<file path="src/axi_csr_pkg.sv">
// AXI to CSR bridge package with widths, register map, response codes and shared types
package axi_csr_pkg;

  localparam int unsigned AXI_DATA_W   = 64;
  localparam int unsigned AXI_ADDR_W   = 32;
  localparam int unsigned AXI_ID_W     = 8;
  localparam int unsigned AXI_USER_W   = 32;
  localparam int unsigned CSR_DATA_W   = 32;
  localparam int unsigned CSR_ADDR_W   = 12;
  localparam int unsigned NUM_PRIV_IDS = 4;
  localparam int unsigned NUM_CSRS     = 16;

  // Identification word returned by register 0
  localparam logic [CSR_DATA_W-1:0] CSR_ID_VALUE = 32'h1C3A_0001;

  typedef logic [AXI_DATA_W-1:0]   axi_data_t;
  typedef logic [AXI_DATA_W/8-1:0] axi_strb_t;
  typedef logic [AXI_ADDR_W-1:0]   axi_addr_t;
  typedef logic [AXI_ID_W-1:0]     axi_id_t;
  typedef logic [AXI_USER_W-1:0]   axi_user_t;
  typedef logic [CSR_DATA_W-1:0]   csr_data_t;
  typedef logic [CSR_ADDR_W-1:0]   csr_addr_t;
  typedef logic [1:0]              axi_resp_t;

  localparam axi_resp_t RESP_OKAY   = 2'd0;
  localparam axi_resp_t RESP_SLVERR = 2'd2;

  // Front end to bridge
  typedef struct packed {
    logic      write;
    axi_addr_t addr;
    axi_data_t wdata;
    axi_strb_t wstrb;
  } comp_req_t;

  typedef struct packed {
    axi_data_t rdata;
    logic      err;
  } comp_rsp_t;

  // Bridge to register block
  typedef struct packed {
    logic      is_wr;
    csr_addr_t addr;
    csr_data_t wdata;
    csr_data_t biten;
  } csr_req_t;

  typedef struct packed {
    logic      rd_ack;
    logic      wr_ack;
    logic      rd_err;
    logic      wr_err;
    csr_data_t rd_data;
  } csr_rsp_t;

  typedef enum logic [2:0] {
    IDLE,
    WAIT_W,
    WAIT_AW,
    ISSUE,
    RESP_R,
    RESP_B
  } fe_state_e;

endpackage
</file>
<file path="src/axi_csr_top.sv">
// Top level connecting the AXI front end, CSR bridge and register block
module axi_csr_top
  import axi_csr_pkg::*;
(
  input  logic      clk_i,
  input  logic      rst_ni,

  input  axi_addr_t araddr_i,
  input  logic [1:0] arburst_i,
  input  logic [2:0] arsize_i,
  input  logic [7:0] arlen_i,
  input  axi_user_t aruser_i,
  input  axi_id_t   arid_i,
  input  logic      arlock_i,
  input  logic      arvalid_i,
  output logic      arready_o,

  output axi_data_t rdata_o,
  output axi_resp_t rresp_o,
  output axi_id_t   rid_o,
  output axi_user_t ruser_o,
  output logic      rlast_o,
  output logic      rvalid_o,
  input  logic      rready_i,

  input  axi_addr_t awaddr_i,
  input  logic [1:0] awburst_i,
  input  logic [2:0] awsize_i,
  input  logic [7:0] awlen_i,
  input  axi_user_t awuser_i,
  input  axi_id_t   awid_i,
  input  logic      awlock_i,
  input  logic      awvalid_i,
  output logic      awready_o,

  input  axi_data_t wdata_i,
  input  axi_strb_t wstrb_i,
  input  axi_user_t wuser_i,
  input  logic      wlast_i,
  input  logic      wvalid_i,
  output logic      wready_o,

  output axi_resp_t bresp_o,
  output axi_id_t   bid_o,
  output axi_user_t buser_o,
  output logic      bvalid_o,
  input  logic      bready_i,

  input  logic      disable_id_filtering_i,
  input  axi_id_t   priv_ids_i [NUM_PRIV_IDS]
);

  logic      req_dv;
  comp_req_t req;
  logic      hld;
  comp_rsp_t rsp;
  logic      csr_req;
  csr_req_t  csr_req_data;
  csr_rsp_t  csr_rsp;

  // AXI channel ports connect by name
  axi_sub_frontend u_frontend (
    .*,
    .req_dv_o (req_dv),
    .req_o    (req),
    .hld_i    (hld),
    .rsp_i    (rsp)
  );

  csr_cpuif_bridge u_bridge (
    .clk_i          (clk_i),
    .rst_ni         (rst_ni),
    .req_dv_i       (req_dv),
    .req_i          (req),
    .hld_o          (hld),
    .rsp_o          (rsp),
    .csr_req_o      (csr_req),
    .csr_req_o_data (csr_req_data),
    .csr_rsp_i      (csr_rsp)
  );

  periph_csr_block u_csr_block (
    .clk_i          (clk_i),
    .rst_ni         (rst_ni),
    .csr_req_i      (csr_req),
    .csr_req_data_i (csr_req_data),
    .csr_rsp_o      (csr_rsp)
  );

endmodule

</file>
<file path="src/periph_csr_block.sv">
// Register block with an identification register and fifteen scratch registers
module periph_csr_block
  import axi_csr_pkg::*;
(
  input  logic     clk_i,
  input  logic     rst_ni,

  input  logic     csr_req_i,
  input  csr_req_t csr_req_data_i,
  output csr_rsp_t csr_rsp_o
);

  csr_data_t  scratch_q [1:NUM_CSRS-1];
  logic [3:0] index;
  logic       mapped;
  logic       rd_err, wr_err;
  csr_data_t  rd_val;
  logic       rd_ack_q, wr_ack_q;
  logic       rd_err_q, wr_err_q;
  csr_data_t  rd_data_q;

  // Anything at or above 0x040 is unmapped
  assign index  = csr_req_data_i.addr[5:2];
  assign mapped = (csr_req_data_i.addr[CSR_ADDR_W-1:6] == '0);

  // Register 0 is read-only
  assign wr_err = csr_req_data_i.is_wr & (~mapped | (index == 4'd0));
  assign rd_err = ~csr_req_data_i.is_wr & ~mapped;

  always_comb begin
    rd_val = CSR_ID_VALUE;
    for (int i = 1; i < NUM_CSRS; i++) begin
      if (index == i) rd_val = scratch_q[i];
    end
  end

  always_ff @(posedge clk_i or negedge rst_ni) begin
    if (!rst_ni) begin
      rd_ack_q <= 1'b0;
      wr_ack_q <= 1'b0;
      rd_err_q <= 1'b0;
      wr_err_q <= 1'b0;
      for (int i = 1; i < NUM_CSRS; i++) begin
        scratch_q[i] <= '0;
      end
    end else begin
      rd_ack_q <= csr_req_i & ~csr_req_data_i.is_wr;
      wr_ack_q <= csr_req_i & csr_req_data_i.is_wr;
      rd_err_q <= csr_req_i & rd_err;
      wr_err_q <= csr_req_i & wr_err;
      if (csr_req_i && csr_req_data_i.is_wr && !wr_err) begin
        for (int i = 1; i < NUM_CSRS; i++) begin
          if (index == i) begin
            scratch_q[i] <= (scratch_q[i] & ~csr_req_data_i.biten) |
                            (csr_req_data_i.wdata & csr_req_data_i.biten);
          end
        end
      end
    end
  end

  // Zero data on errors and on writes
  always_ff @(posedge clk_i) begin
    if (csr_req_i) begin
      rd_data_q <= (csr_req_data_i.is_wr || rd_err) ? '0 : rd_val;
    end
  end

  assign csr_rsp_o.rd_ack  = rd_ack_q;
  assign csr_rsp_o.wr_ack  = wr_ack_q;
  assign csr_rsp_o.rd_err  = rd_err_q;
  assign csr_rsp_o.wr_err  = wr_err_q;
  assign csr_rsp_o.rd_data = rd_data_q;

endmodule

</file>
<file path="src/csr_cpuif_bridge.sv">
// Bridge from the component request to a 32-bit CSR access with lane steering
module csr_cpuif_bridge
  import axi_csr_pkg::*;
(
  input  logic      clk_i,
  input  logic      rst_ni,

  input  logic      req_dv_i,
  input  comp_req_t req_i,
  output logic      hld_o,
  output comp_rsp_t rsp_o,

  output logic      csr_req_o,
  output csr_req_t  csr_req_o_data,
  input  csr_rsp_t  csr_rsp_i
);

  logic       busy_q;
  logic       req_q;
  logic       issue;
  logic       ack;
  logic [5:0] lane_shift;
  axi_data_t  biten_wide;
  axi_data_t  wdata_sh;
  axi_data_t  biten_sh;

  assign ack   = csr_rsp_i.rd_ack | csr_rsp_i.wr_ack;
  assign issue = req_dv_i & ~busy_q;

  // One access outstanding at a time
  always_ff @(posedge clk_i or negedge rst_ni) begin
    if (!rst_ni) begin
      busy_q <= 1'b0;
      req_q  <= 1'b0;
    end else begin
      req_q <= issue;
      if (issue) begin
        busy_q <= 1'b1;
      end else if (ack) begin
        busy_q <= 1'b0;
      end
    end
  end

  assign csr_req_o = req_q;
  assign hld_o     = req_dv_i & ~ack;

  // Address bit 2 picks the 32-bit lane
  assign lane_shift = {req_i.addr[2], 5'd0};

  always_comb begin
    for (int i = 0; i < AXI_DATA_W / 8; i++) begin
      biten_wide[i*8 +: 8] = {8{req_i.wstrb[i]}};
    end
  end

  assign wdata_sh = req_i.wdata >> lane_shift;
  assign biten_sh = biten_wide >> lane_shift;

  assign csr_req_o_data.is_wr = req_i.write;
  assign csr_req_o_data.addr  = req_i.addr[CSR_ADDR_W-1:0];
  assign csr_req_o_data.wdata = wdata_sh[CSR_DATA_W-1:0];
  assign csr_req_o_data.biten = biten_sh[CSR_DATA_W-1:0];

  assign rsp_o.rdata = axi_data_t'(csr_rsp_i.rd_data) << lane_shift;
  assign rsp_o.err   = (csr_rsp_i.rd_ack & csr_rsp_i.rd_err) |
                       (csr_rsp_i.wr_ack & csr_rsp_i.wr_err);

endmodule

</file>
<file path="src/axi_sub_frontend.sv">
// AXI subordinate front end that filters IDs and turns single-beat transfers into requests
module axi_sub_frontend
  import axi_csr_pkg::*;
(
  input  logic      clk_i,
  input  logic      rst_ni,

  input  axi_addr_t araddr_i,
  input  logic [1:0] arburst_i,
  input  logic [2:0] arsize_i,
  input  logic [7:0] arlen_i,
  input  axi_user_t aruser_i,
  input  axi_id_t   arid_i,
  input  logic      arlock_i,
  input  logic      arvalid_i,
  output logic      arready_o,

  output axi_data_t rdata_o,
  output axi_resp_t rresp_o,
  output axi_id_t   rid_o,
  output axi_user_t ruser_o,
  output logic      rlast_o,
  output logic      rvalid_o,
  input  logic      rready_i,

  input  axi_addr_t awaddr_i,
  input  logic [1:0] awburst_i,
  input  logic [2:0] awsize_i,
  input  logic [7:0] awlen_i,
  input  axi_user_t awuser_i,
  input  axi_id_t   awid_i,
  input  logic      awlock_i,
  input  logic      awvalid_i,
  output logic      awready_o,

  input  axi_data_t wdata_i,
  input  axi_strb_t wstrb_i,
  input  axi_user_t wuser_i,
  input  logic      wlast_i,
  input  logic      wvalid_i,
  output logic      wready_o,

  output axi_resp_t bresp_o,
  output axi_id_t   bid_o,
  output axi_user_t buser_o,
  output logic      bvalid_o,
  input  logic      bready_i,

  input  logic      disable_id_filtering_i,
  input  axi_id_t   priv_ids_i [NUM_PRIV_IDS],

  output logic      req_dv_o,
  output comp_req_t req_o,
  input  logic      hld_i,
  input  comp_rsp_t rsp_i
);

  fe_state_e state_q, state_d;
  logic      ar_hs, aw_hs, w_hs;
  logic      ar_legal, aw_legal;
  logic      ar_ok, aw_ok;
  logic      legal_q, len_zero_q, is_write_q, err_q;
  logic      skip, done;
  axi_id_t   id_q;
  axi_user_t user_q;
  axi_addr_t addr_q;
  axi_data_t wdata_q;
  axi_strb_t wstrb_q;
  axi_data_t rdata_q;

  // Privileged ID match
  always_comb begin
    ar_legal = disable_id_filtering_i;
    aw_legal = disable_id_filtering_i;
    for (int i = 0; i < NUM_PRIV_IDS; i++) begin
      if (arid_i == priv_ids_i[i]) ar_legal = 1'b1;
      if (awid_i == priv_ids_i[i]) aw_legal = 1'b1;
    end
  end

  assign ar_ok = ar_legal && (arlen_i == 8'd0);
  assign aw_ok = aw_legal && (awlen_i == 8'd0);

  // Reads take priority when idle
  assign arready_o = (state_q == IDLE);
  assign awready_o = ((state_q == IDLE) && !arvalid_i) || (state_q == WAIT_AW);
  assign wready_o  = ((state_q == IDLE) && !arvalid_i) || (state_q == WAIT_W);

  assign ar_hs = arvalid_i && arready_o;
  assign aw_hs = awvalid_i && awready_o;
  assign w_hs  = wvalid_i && wready_o;

  always_comb begin
    state_d = state_q;
    unique case (state_q)
      IDLE: begin
        if (ar_hs) begin
          state_d = ar_ok ? ISSUE : RESP_R;
        end else if (aw_hs && w_hs) begin
          state_d = aw_ok ? ISSUE : RESP_B;
        end else if (aw_hs) begin
          state_d = WAIT_W;
        end else if (w_hs) begin
          state_d = WAIT_AW;
        end
      end
      WAIT_W:  if (w_hs) state_d = (legal_q && len_zero_q) ? ISSUE : RESP_B;
      WAIT_AW: if (aw_hs) state_d = aw_ok ? ISSUE : RESP_B;
      ISSUE:   if (!hld_i) state_d = is_write_q ? RESP_B : RESP_R;
      RESP_R:  if (rready_i) state_d = IDLE;
      RESP_B:  if (bready_i) state_d = IDLE;
      default: state_d = IDLE;
    endcase
  end

  // Rejected transfers go straight to a response
  assign skip = (state_q inside {IDLE, WAIT_W, WAIT_AW}) &&
                (state_d inside {RESP_R, RESP_B});
  assign done = (state_q == ISSUE) && !hld_i;

  always_ff @(posedge clk_i or negedge rst_ni) begin
    if (!rst_ni) begin
      state_q    <= IDLE;
      legal_q    <= 1'b0;
      len_zero_q <= 1'b0;
      is_write_q <= 1'b0;
      err_q      <= 1'b0;
    end else begin
      state_q <= state_d;
      if (ar_hs) begin
        legal_q    <= ar_legal;
        len_zero_q <= (arlen_i == 8'd0);
        is_write_q <= 1'b0;
      end else if (aw_hs || w_hs) begin
        is_write_q <= 1'b1;
      end
      if (aw_hs) begin
        legal_q    <= aw_legal;
        len_zero_q <= (awlen_i == 8'd0);
      end
      if (skip) begin
        err_q <= 1'b1;
      end else if (done) begin
        err_q <= rsp_i.err;
      end
    end
  end

  always_ff @(posedge clk_i) begin
    if (ar_hs) begin
      id_q   <= arid_i;
      user_q <= aruser_i;
      addr_q <= araddr_i;
    end else if (aw_hs) begin
      id_q   <= awid_i;
      user_q <= awuser_i;
      addr_q <= awaddr_i;
    end
    if (w_hs) begin
      wdata_q <= wdata_i;
      wstrb_q <= wstrb_i;
    end
    if (skip) begin
      rdata_q <= '0;
    end else if (done) begin
      rdata_q <= rsp_i.rdata;
    end
  end

  assign req_dv_o    = (state_q == ISSUE);
  assign req_o.write = is_write_q;
  assign req_o.addr  = addr_q;
  assign req_o.wdata = wdata_q;
  assign req_o.wstrb = wstrb_q;

  assign rvalid_o = (state_q == RESP_R);
  assign rdata_o  = rdata_q;
  assign rresp_o  = err_q ? RESP_SLVERR : RESP_OKAY;
  assign rid_o    = id_q;
  assign ruser_o  = user_q;
  assign rlast_o  = rvalid_o;

  assign bvalid_o = (state_q == RESP_B);
  assign bresp_o  = err_q ? RESP_SLVERR : RESP_OKAY;
  assign bid_o    = id_q;
  assign buser_o  = user_q;

endmodule

</file>
<file path="config.mk">
export PLATFORM = sky130hd
export DESIGN_NAME = axi_csr_top
export DESIGN_NICKNAME = d
export VERILOG_FILES = /design/src/axi_csr_pkg.sv /design/src/axi_csr_top.sv /design/src/periph_csr_block.sv /design/src/csr_cpuif_bridge.sv /design/src/axi_sub_frontend.sv
export SDC_FILE = /design/constraint.sdc
export NUM_CORES = 1
export LEC_CHECK = 0
export BUFFER_PORTS_ARGS = -buffer_cell sky130_fd_sc_hd__buf_2
export CAP_MARGIN = 25
export CORE_MARGIN = 2
export CORE_UTILIZATION = 40
export DETAILED_ROUTE_END_ITERATION = 7
export PLACE_DENSITY_LB_ADDON = 0.12
export SKIP_CTS_REPAIR_TIMING = 1
export SLEW_MARGIN = 20
export SYNTH_ARGS = -nofsm -noshare
export SYNTH_HDL_FRONTEND = slang
export SYNTH_SLANG_ARGS = --single-unit
export TNS_END_PERCENT = 20
</file>
<file path="constraint.sdc">
create_clock -name clk_i -period 8.05 [get_ports clk_i]
set_input_delay 1.61 -clock clk_i [delete_from_list [all_inputs] [get_ports clk_i]]
set_output_delay 1.61 -clock clk_i [all_outputs]
set_load 0.05 [all_outputs]
</file>
==> results.md, run 1 <==
* DRC Markers at 0
* Share of layout cells above drive strength 1 at 18.4%
* Uppermost layer routed: met5
* Clk network pwr share at 35.6%
* Post-synth EDFFs at 154
* Crit end category: output pin
* Worst path required time at between 6000 and 7000 ps
* Routed length per placed instance at 18.7 um
* Sequential area share after synthesis at 58.7%
* Crit path max fanout at 7
* Final GP Congestion at ~0.88
* Iteration-0 DRC Markers at 1895
* Final setup viols at 0
* YS warnings at 0
* Avg Cell Area, Syn at 9.73 um2
* Most common library cells after synthesis: nand2_1 (792), dfrtp_1 (493), o21ai_0 (479)
* Fin nets at around 3700
* Vias in the first global route at between 20000 and 25000
* CTS tree: yes
* Port Buffers at 379
* Initial antenna violation count at 4
* Largest net degree at the start of global routing at 170
* Period Utilization, post-route at 49.7%
* Count leader, synth: nand2_1
* Worst setup margin at 4050 ps
* CTS sink cnt at 711
* DP Worst Slack at 3890 ps
* R2r setup slk at about 4100 ps
* Chip Width at 283 um
* Vias/cell at 5.23
* Sequential Power Share at 39.0%
* Post-route ant nets at 0
* HPWL Detailed at approximately 60 mm
* Total power divided by cell area at 287 nW/um2
* Synthesis-to-layout area growth at 16.2%
* Total Routing Usage GR at between 20% and 30%
* CP Class: in -> out
* Cells after synthesis at approximately 3200
* Setup crit start kind: primary input
* Core footprint at 77200 um2
* # IOs at 471
* Number of buffers created by CTS at 83
* Met2 routed WL at 36.9 mm
* Combinational Power Share at about a quarter
* Hold Violations, Final at 0
* Max Freq at 250 MHz
* Switching pwr at 0.00360 W
* Fin crit period at 4000 ps
* Final slew viol count at 0
* Root Buffer: clkbuf_16
* Row count at around 100
* Min-Delay Path Class: reg -> reg
* Yosys top cell area share at 39.7%
* Max Clock Skew at 14.7 ps
* Peak VDD IR at 0.195 mV
* Rel. slew slack at 32.1%
* Congestion Overflow GR at 0
* First-pass GRT wire length at 131 mm
* Clock tree buffer depth at 3
* Synth top area cells: dfrtp_1 (40%), edfxtp_1 (15%), nand2_1 (9.6%)
* Share of flip-flops with an asynchronous set or reset at between 60% and 70%
* Maxcap violations at 0
* RSZ-0062 raised after global routing: false
* Worst-path clk slew at roughly 60 ps
* Total wire length at approximately 85 mm
* Leak pwr at 15.6 nW
* CTS HTree Levels at 3
* FF+latch count, synth at 711
* Die height at 283 um
* Area leader, netlist: dfrtp_1
* Setup TNS Final at 0 ps
* Ys flop type: dfrtp_1
* Met3 wire length at 6.01 mm
* Pin slew with the least headroom to its limit at 999 ps
* Crit path DAT at 2390 ps
* Sw frac at 34.7%
* Die area at 80000 um2
* Worst-Skew Late Latency at 620 ps
* Via count at around 24000
* DRT Pass-1 Iters at 5
* Metal-1 WL at between 40 and 50 mm
* Syn Std Cell Area at 31100 um2
* Distinct cells, synth at 62
* Power Internal at ~0.0068 W
* Initial Utilization at 40.3%
* Status: finished, final reports clean
==> critical path: stages <==
cell and delay, ps:
buf_2 140, nor2b_1 150, nor3_1 170, buf_2 310
==> power by group through the flow <==
| stage | Clock [W] | Combinational (W) | Sequential (W) |
|---|---|---|---|
| after floorplan | 0 | 0.00156 | 0.00429 |
| final | 0.00370 | 0.00264 | 0.00405 |
| after global placement | 0 | 0.00257 | 0.00411 |
| after detailed placement | 0 | 0.00260 | 0.00411 |
| after CTS | 0.00381 | 0.00261 | 0.00405 |
| after global routing | 0.00395 | 0.00282 | 0.00407 |
==> logic make-up (layout without fill, tap and decap cells) <==
| kind of cell | Yosys count | in the layout | synth area share (%) |
|---|---|---|---|
| AOI/OAI and AO/OA | 933 | 933 | 17.2 |
| muxes | 69 | 69 | 2.22 |
| other | 1 | 5 | 0.0121 |
| buffers and inverters | 302 | 600 | 4.99 |
| DFF | 711 | 711 | 58.7 |
| and+or+nand+nor | 1115 | 1115 | 15.1 |
| xor gates and xnor gates | 64 | 64 | 1.80 |
==> routing by layer <==
metal,vias to the layer above,track usage (%)
met3,122,4.27
met4,2,5.02
met2,737,31.7
met5,-,0
li1,11500,-
met1,11300,31.3
==> final timing paths <==
check,from,endpoint,cells past startpoint
max in group asynchronous,rst_ni,async pin,2
min,u_bridge.busy_q,u_bridge.csr_req_o,1
min in group asynchronous,rst_ni,async pin,1
max,arvalid_i,awready_o,4
max reg2reg,u_frontend.addr_q[3],u_csr_block.rd_data_q[31],8
min reg2reg,u_bridge.busy_q,u_bridge.csr_req_o,1
==> layout make-up <==
class	instances	area, um2
Clock buffer	126	2520
Sequential cell	711	18200
Inverter	7	26.3
Multi-Input combinational cell	2183	11400
Clock inverter	26	203
Tap cell	1040	1300
Fill cell	7271	41100
Timing Repair Buffer	441	2470
Antenna cell	3	7.51
==> through the flow <==
stage / total power (W) / hold WS [ps] / utilization (%) / instance area [um2] / std cells
3_5_place_dp: 0.00671 / 434 / 43.2 / 33400 / 4380
2_1_floorplan: 0.00585 / 415 / - / 31100 / 3196
6_report: 0.0104 / 448 / 46.8 / 36100 / 4537
5_1_grt: 0.0108 / 469 / 46.8 / 36100 / 4537
4_1_cts: 0.0105 / 454 / 46.7 / 36100 / 4532
3_3_place_gp: 0.00668 / 426 / 43.2 / 33300 / 4378
==> placed cells by master (no fill, tap or decap), types with 7 or more instances in the layout <==
| cell type | instances |
|---|---|
| nor3b_1 | 40 |
| nand3_1 | 64 |
| xor2_1 | 64 |
| nor3_1 | 8 |
| o32ai_1 | 8 |
| o22ai_1 | 64 |
| a21oi_1 | 159 |
| o221ai_1 | 25 |
| nand2b_1 | 7 |
| clkbuf_8 | 20 |
| clkbuf_1 | 19 |
| clkinv_2 | 14 |
| buf_2 | 378 |
| dfxtp_1 | 64 |
| a221o_1 | 10 |
| clkbuf_16 | 87 |
| a22oi_1 | 51 |
| a211o_1 | 8 |
| or2_1 | 10 |
| buf_4 | 55 |
| nand2_1 | 791 |
| mux2i_1 | 66 |
| o21ai_2 | 39 |
| o21ai_0 | 479 |
| nor4_1 | 16 |
| nor2_1 | 136 |
| o211ai_1 | 17 |
| o21ai_1 | 50 |
| edfxtp_1 | 154 |
| a311o_1 | 8 |
| dfrtp_1 | 493 |
Note: power is estimated with default switching activity, not from simulation.
==> inputs of run 2 (changes only) <==
Settings changed: ABC_AREA set to 1.
Clock period 8.05 ns to 4.1 ns, I/O delays scaled along.
==> run 2 against run 1 <==
Compared with the run above:
- via count rose by 2.3%
- die area rose by 1.4%
- largest power group unchanged
- synthesized cell count rose by 13%
- area after synthesis rose by 1.5%
- wire length fell by 1.5%
- global-route usage fell by 0.40 points
- flip-flop and latch count did not move
- critical path depth rose by 1
==> results.md, run 2 <==
* Status: finished, final reports clean
* Setup TNS Final at 0 ps
* Port Buffers at 379
* Worst path required time at 4620 ps
* Routed length per placed instance at between 15 and 20 um
* Max Clock Skew at 19.8 ps
* Power Internal at 0.0133 W
* Final slew viol count at 0
* Share of layout cells above drive strength 1 at 19.0%
* CP Class: reg -> reg
* Period Utilization, post-route at 71.4%
* Fin nets at 4217
* Iteration-0 DRC Markers at 1915
* Largest net degree at the start of global routing at 111
* Total Routing Usage GR at 20.7%
* Combinational Power Share at 26.5%
* Synth top area cells: dfrtp_1 (39%), edfxtp_1 (15%), nand2_1 (13%)
* Clock tree buffer depth at 3
* Commonest non-fill, non-tap cell in the layout: nand2_1
* CTS sink cnt at 711
* Total power divided by cell area at 561 nW/um2
* Hold Violations, Final at 0
* FF+latch count, synth at about 710
* Initial antenna violation count at 3
* Post-route ant nets at 0
* First-pass GRT wire length at around 130 mm
* Initial Utilization at about two fifths
* Count leader, synth: nand2_1
* Final setup viols at 0
* Total wire length at 83.6 mm
* Crit path DAT at 3450 ps
* # IOs at between 400 and 500
* Distinct cells, synth at 40
* Max Freq at 342 MHz
* Clk network pwr share at 34.7%
* Area leader, netlist: dfrtp_1
* Switching pwr at 0.00743 W
* Number of buffers created by CTS at 80
* HPWL Detailed at 58.9 mm
* Chip Width at roughly 280 um
* Most common library cells after synthesis: nand2_1 (1052), dfrtp_1 (493), o21ai_1 (343)
* Rel. slew slack at 38.6%
* Peak VDD IR at 0.373 mV
* Synthesis-to-layout area growth at 17.0%
* Die height at 285 um
* Syn Std Cell Area at 31600 um2
* Crit end category: register
* DRC Markers at 0
* Avg Cell Area, Syn at 8.76 um2
* Pin slew with the least headroom to its limit at 920 ps
* Vias in the first global route at 23100
* Share of flip-flops with an asynchronous set or reset at a little over two thirds
* Crit path max fanout at 16
* Sequential Power Share at 38.8%
* Worst-path clk slew at 60 ps
* R2r setup slk at about 1200 ps
* Ys flop type: dfrtp_1
* Setup crit start kind: register
* DRT Pass-1 Iters at 5
* Min-Delay Path Class: in -> async
* CTS tree: yes
* Vias/cell at 4.83
* CTS HTree Levels at 3
* DP Worst Slack at 1130 ps
* Maxcap violations at 0
* Core footprint at 78500 um2
* YS warnings at 0
* Leak pwr at approximately 17 nW
* Worst setup margin at 1170 ps
* Root Buffer: clkbuf_16
* Final GP Congestion at 0.845
* Post-synth EDFFs at about 150
* Placed insts at 4868
* Cells after synthesis at 3604
* Die area at about 81000 um2
* Yosys top cell area share at slightly below 40%
* Congestion Overflow GR at 0
* Cell Count, Final, Fillers Out at 5020
* Sequential area share after synthesis at between 50 and 60%
* Fin util at 47.1%
* Sw frac at 35.8%
* Worst-Skew Late Latency at 620 ps
* Commonest cells after routing, fill and taps aside: nand2_1 (1052), dfrtp_1 (493), buf_2 (378)
* RSZ-0062 raised after global routing: false
* Via count at 24300
* Row count at 103
* Fin crit period at 2930 ps
[run 2: changes by cell type after synthesis, sizes merged, moves of 50 or more]
cell	delta
nand4	+73
o21ai	+60
a21oi	-63
xor2	-51
a22oi	-50
nor2	+176
nand2	+302
inv	+195
o22ai	-64
or2	+50
[run 2: cell type report]
type,count,area [um2]
clock buffers,116,2350
well taps,1050,1310
inverters,202,759
fillers,7704,41500
diodes,3,7.51
clock inverters,33,302
flip-flops and latches,711,18200
repair buffers,458,2610
multi-input cells,2447,11300
[run 2: path summary, 6_finish.rpt]
path                       cells after the start                 start                endpoint
setup / recovery                               5  u_frontend.addr_q[4]                register
hold / removal                                 1                rst_ni               async pin
setup reg to reg                               5  u_frontend.addr_q[4]                register
hold reg to reg                                1       u_bridge.busy_q      u_bridge.csr_req_o
max in group asynchronous                      2                rst_ni               async pin
min in group clk_i                             1           wdata_i[23]  u_frontend.wdata_q[23]
[run 2: critical path, stage by stage, from the launching register on]
cell	delay, ps
edfxtp_1	530
nor2_1	610
nand3_1	510
nor2_1	460
nand2_1	430
o21ai_0	300
[run 2: kinds of logic (layout without fill, tap and decap cells)]
family | after synthesis | count (layout) | share of synthesized area (%)
other cells | 1 | 5 | 0.0119
buf+inv | 447 | 809 | 6.39
flops | 711 | 711 | 57.8
simple gates | 1643 | 1643 | 21.8
xor+xnor | 39 | 39 | 1.08
mux | 33 | 33 | 1.05
compound gates | 730 | 730 | 11.9
[run 2: metal layers]
layer,part of all wire (%),vias up,global-route usage [%]
li1,-,12300,-
met1,50,11300,31.0
met2,43,557,31.3
met4,2.0,2,4.87
met3,5.0,110,3.42
met5,0.0096,-,0
[run 2: power by group through the flow]
stage,clock [W],sequential (W),combinational [W]
2_1_floorplan,0,0.00877,0.00316
3_5_place_dp,0,0.00817,0.00553
4_1_cts,0.00741,0.00804,0.00554
3_3_place_gp,0,0.00816,0.00554
5_1_grt,0.00770,0.00808,0.00594
6_report,0.00719,0.00804,0.00549
[run 2: per-stage QoR]
step	total power (W)	hold WS, ps	area (um2)
after global routing	0.0217	296	36900
after global placement	0.0137	430	34300
after floorplan	0.0119	417	31600
after CTS	0.0210	261	36900
final	0.0207	239	36900
after detailed placement	0.0137	434	34300
==> inputs of run 3 (changes only) <==
Settings changed: ABC_AREA 1 to 0.
Clock period 4.1 ns to 2.7 ns, I/O delays scaled along.
==> run 3 against run 2 <==
Compared with the run above:
- hold slack worse by 160 ps
- via count is 0.95% lower
- non-clock buffer count up 50
- power rose by 48%
- wire length is 3.0% higher
- count of clock-buffer cells in the layout is 1 higher
- largest power group unchanged
- clock power up 43%
- largest cell class unchanged
==> results.md, run 3 (synthesis gave the netlist of run 1 again) <==
* Commonest cells after routing, fill and taps aside: nand2_1 (784), dfrtp_1 (493), o21ai_0 (479)
* Chip Width at between 200 and 300 um
* Worst R2R Path Depth at 9
* Final GP Congestion at between 0.8 and 0.9
* Total power divided by cell area at 837 nW/um2
* Commonest non-fill, non-tap cell in the layout: nand2_1
* Max Freq at 382 MHz
* Total wire length at 86.1 mm
* Dpl cell area at 34100 um2
* Final slew viol count at 0
* CTS sink cnt at 711
* Maxcap violations at 0
* Post-route ant nets at 0
* # IOs at 471
* Hold Violations, Final at 0
* Root Buffer: clkbuf_16
* Clk network pwr share at 33.7%
* Via count at 24000
* Reg-to-Reg Start: u_frontend.addr_q[2]
* Pin slew with the least headroom to its limit at about 760 ps
* Buf/Inv on CP at 4
* Worst path required time at roughly 3200 ps
* Setup crit start kind: register
* Crit path max fanout at 54
* Initial antenna violation count at 0
* Fin crit period at between 2000 and 3000 ps
* Status: finished, final reports clean
* Switching pwr at 0.0107 W
* Share of layout cells above drive strength 1 at 19.5%
* Final instance area at 36700 um2
* Peak VDD IR at 0.543 mV
* CP dominant cell by count: buf_12
* Congestion Overflow GR at 0
* Sw frac at 34.9%
* R2r setup slk at 80 ps
* Worst-Skew Late Latency at 630 ps
* Sequential Power Share at 39.0%
* Hold depth at 1
* CP Class: reg -> reg
* Number of buffers created by CTS at 79
* Max Clock Skew at 23.4 ps
* Row count at 102
* Synthesis-to-layout area growth at 17.9%
* Final setup viols at 0
* DRT Pass-1 Iters at 8
* Vias in the first global route at 23600
* CP cell instances: buf_12 > buf_12 > buf_12 > mux2i_1 > nor4_2 > buf_4 > nand2_1 > nand2_1 > o21ai_0
* RSZ-0062 raised after global routing: true
* Worst Hold Launch: wdata_i[15]
* Routed length per placed instance at ~19 um
* Setup TNS Final at 0 ps
* Worst path top cell family by delay: buffers and inverters
* Leak pwr at 15.9 nW
* Power Internal at 0.0200 W
* Period Utilization, post-route at 96.9%
* CTS tree: yes
* Crit-path max cell delay at 370 ps
* Die height at 283 um
* Port Buffers at 379
* CTS HTree Levels at 3
* Clock tree buffer depth at 3
* Crit end category: register
* HPWL Detailed at ~61 mm
* DRC Markers at 0
* Min-Delay Path Class: in -> reg
* Combinational Power Share at 27.3%
* Initial Utilization at 40.3%
* First-pass GRT wire length at roughly 140 mm
* # fillers at roughly 7300
* Die area at 80000 um2
* Stages on worst setup path at 9
* Crit path DAT at 3100 ps
* Total Routing Usage GR at a little over a fifth
* Fin nets at around 3800
* Vias/cell at 5.23
* Storage element area at 18200 um2
* Rel. slew slack at approximately half
* Slowest CP cell: edfxtp_1
* Iteration-0 DRC Markers at 1797
* Worst Hold Path EP: u_frontend.wdata_q[15]
* Worst-path clk slew at 60 ps
* Largest net degree at the start of global routing at between 90 and 100
* Area of the multi-input gates at between 10000 and 15000 um2
* Core footprint at 77200 um2
run 3: power by group through the flow:
stage,sequential [W],combinational (W),clock (W)
2_1_floorplan,0.0128,0.00466,0
3_3_place_gp,0.0122,0.00829,0
3_5_place_dp,0.0122,0.00835,0
4_1_cts,0.0120,0.00838,0.0106
5_1_grt,0.0120,0.00899,0.0111
6_report,0.0120,0.00839,0.0103
run 3: worst max-delay path by stage:
stage,from,endpoint,slack (ps)
floorplan,u_frontend.state_q[2],u_frontend.addr_q[10],-140
global placement,u_frontend.addr_q[9],register,-1
detailed placement,u_frontend.addr_q[9],register,-50
CTS,u_frontend.addr_q[9],register,-60
global route,u_frontend.addr_q[2],register,-70
finish,u_frontend.addr_q[2],register,80
run 3: area by class of cell:
class / instances / share of cell area [%]
timing repair buffer: 508 / 8.77
antenna: 2 / 0.0137
multi-input combinational: 2183 / 31.0
tap: 1040 / 3.55
clock buffer: 117 / 6.35
sequential: 711 / 49.8
inverter: 7 / 0.0717
clock inverter: 26 / 0.447
run 3: layer usage:
| layer | global-route usage [%] | vias up | share of wire, % |
|---|---|---|---|
| met5 | 0 | - | 0 |
| met4 | 5.64 | 0 | 2.2 |
| met3 | 3.94 | 135 | 6.0 |
| met2 | 32.4 | 674 | 43 |
| met1 | 32.3 | 11600 | 49 |
| li1 | - | 11600 | - |
run 3: per-stage QoR:
| stage | setup slack (ps) | power [W] | hold WS, ps | cells | utilization (%) |
|---|---|---|---|---|---|
| after global routing | -71.2 | 0.0321 | 49.9 | 4592 | 47.5 |
| final | 83.7 | 0.0307 | 80.4 | 4594 | 47.5 |
| after global placement | -1.38 | 0.0204 | 431 | 4447 | 44.2 |
| after CTS | -56.7 | 0.0310 | -152 | 4590 | 47.4 |
| after detailed placement | -45.0 | 0.0205 | 442 | 4447 | 44.2 |
| after floorplan | -139 | 0.0174 | 244 | 3196 | - |
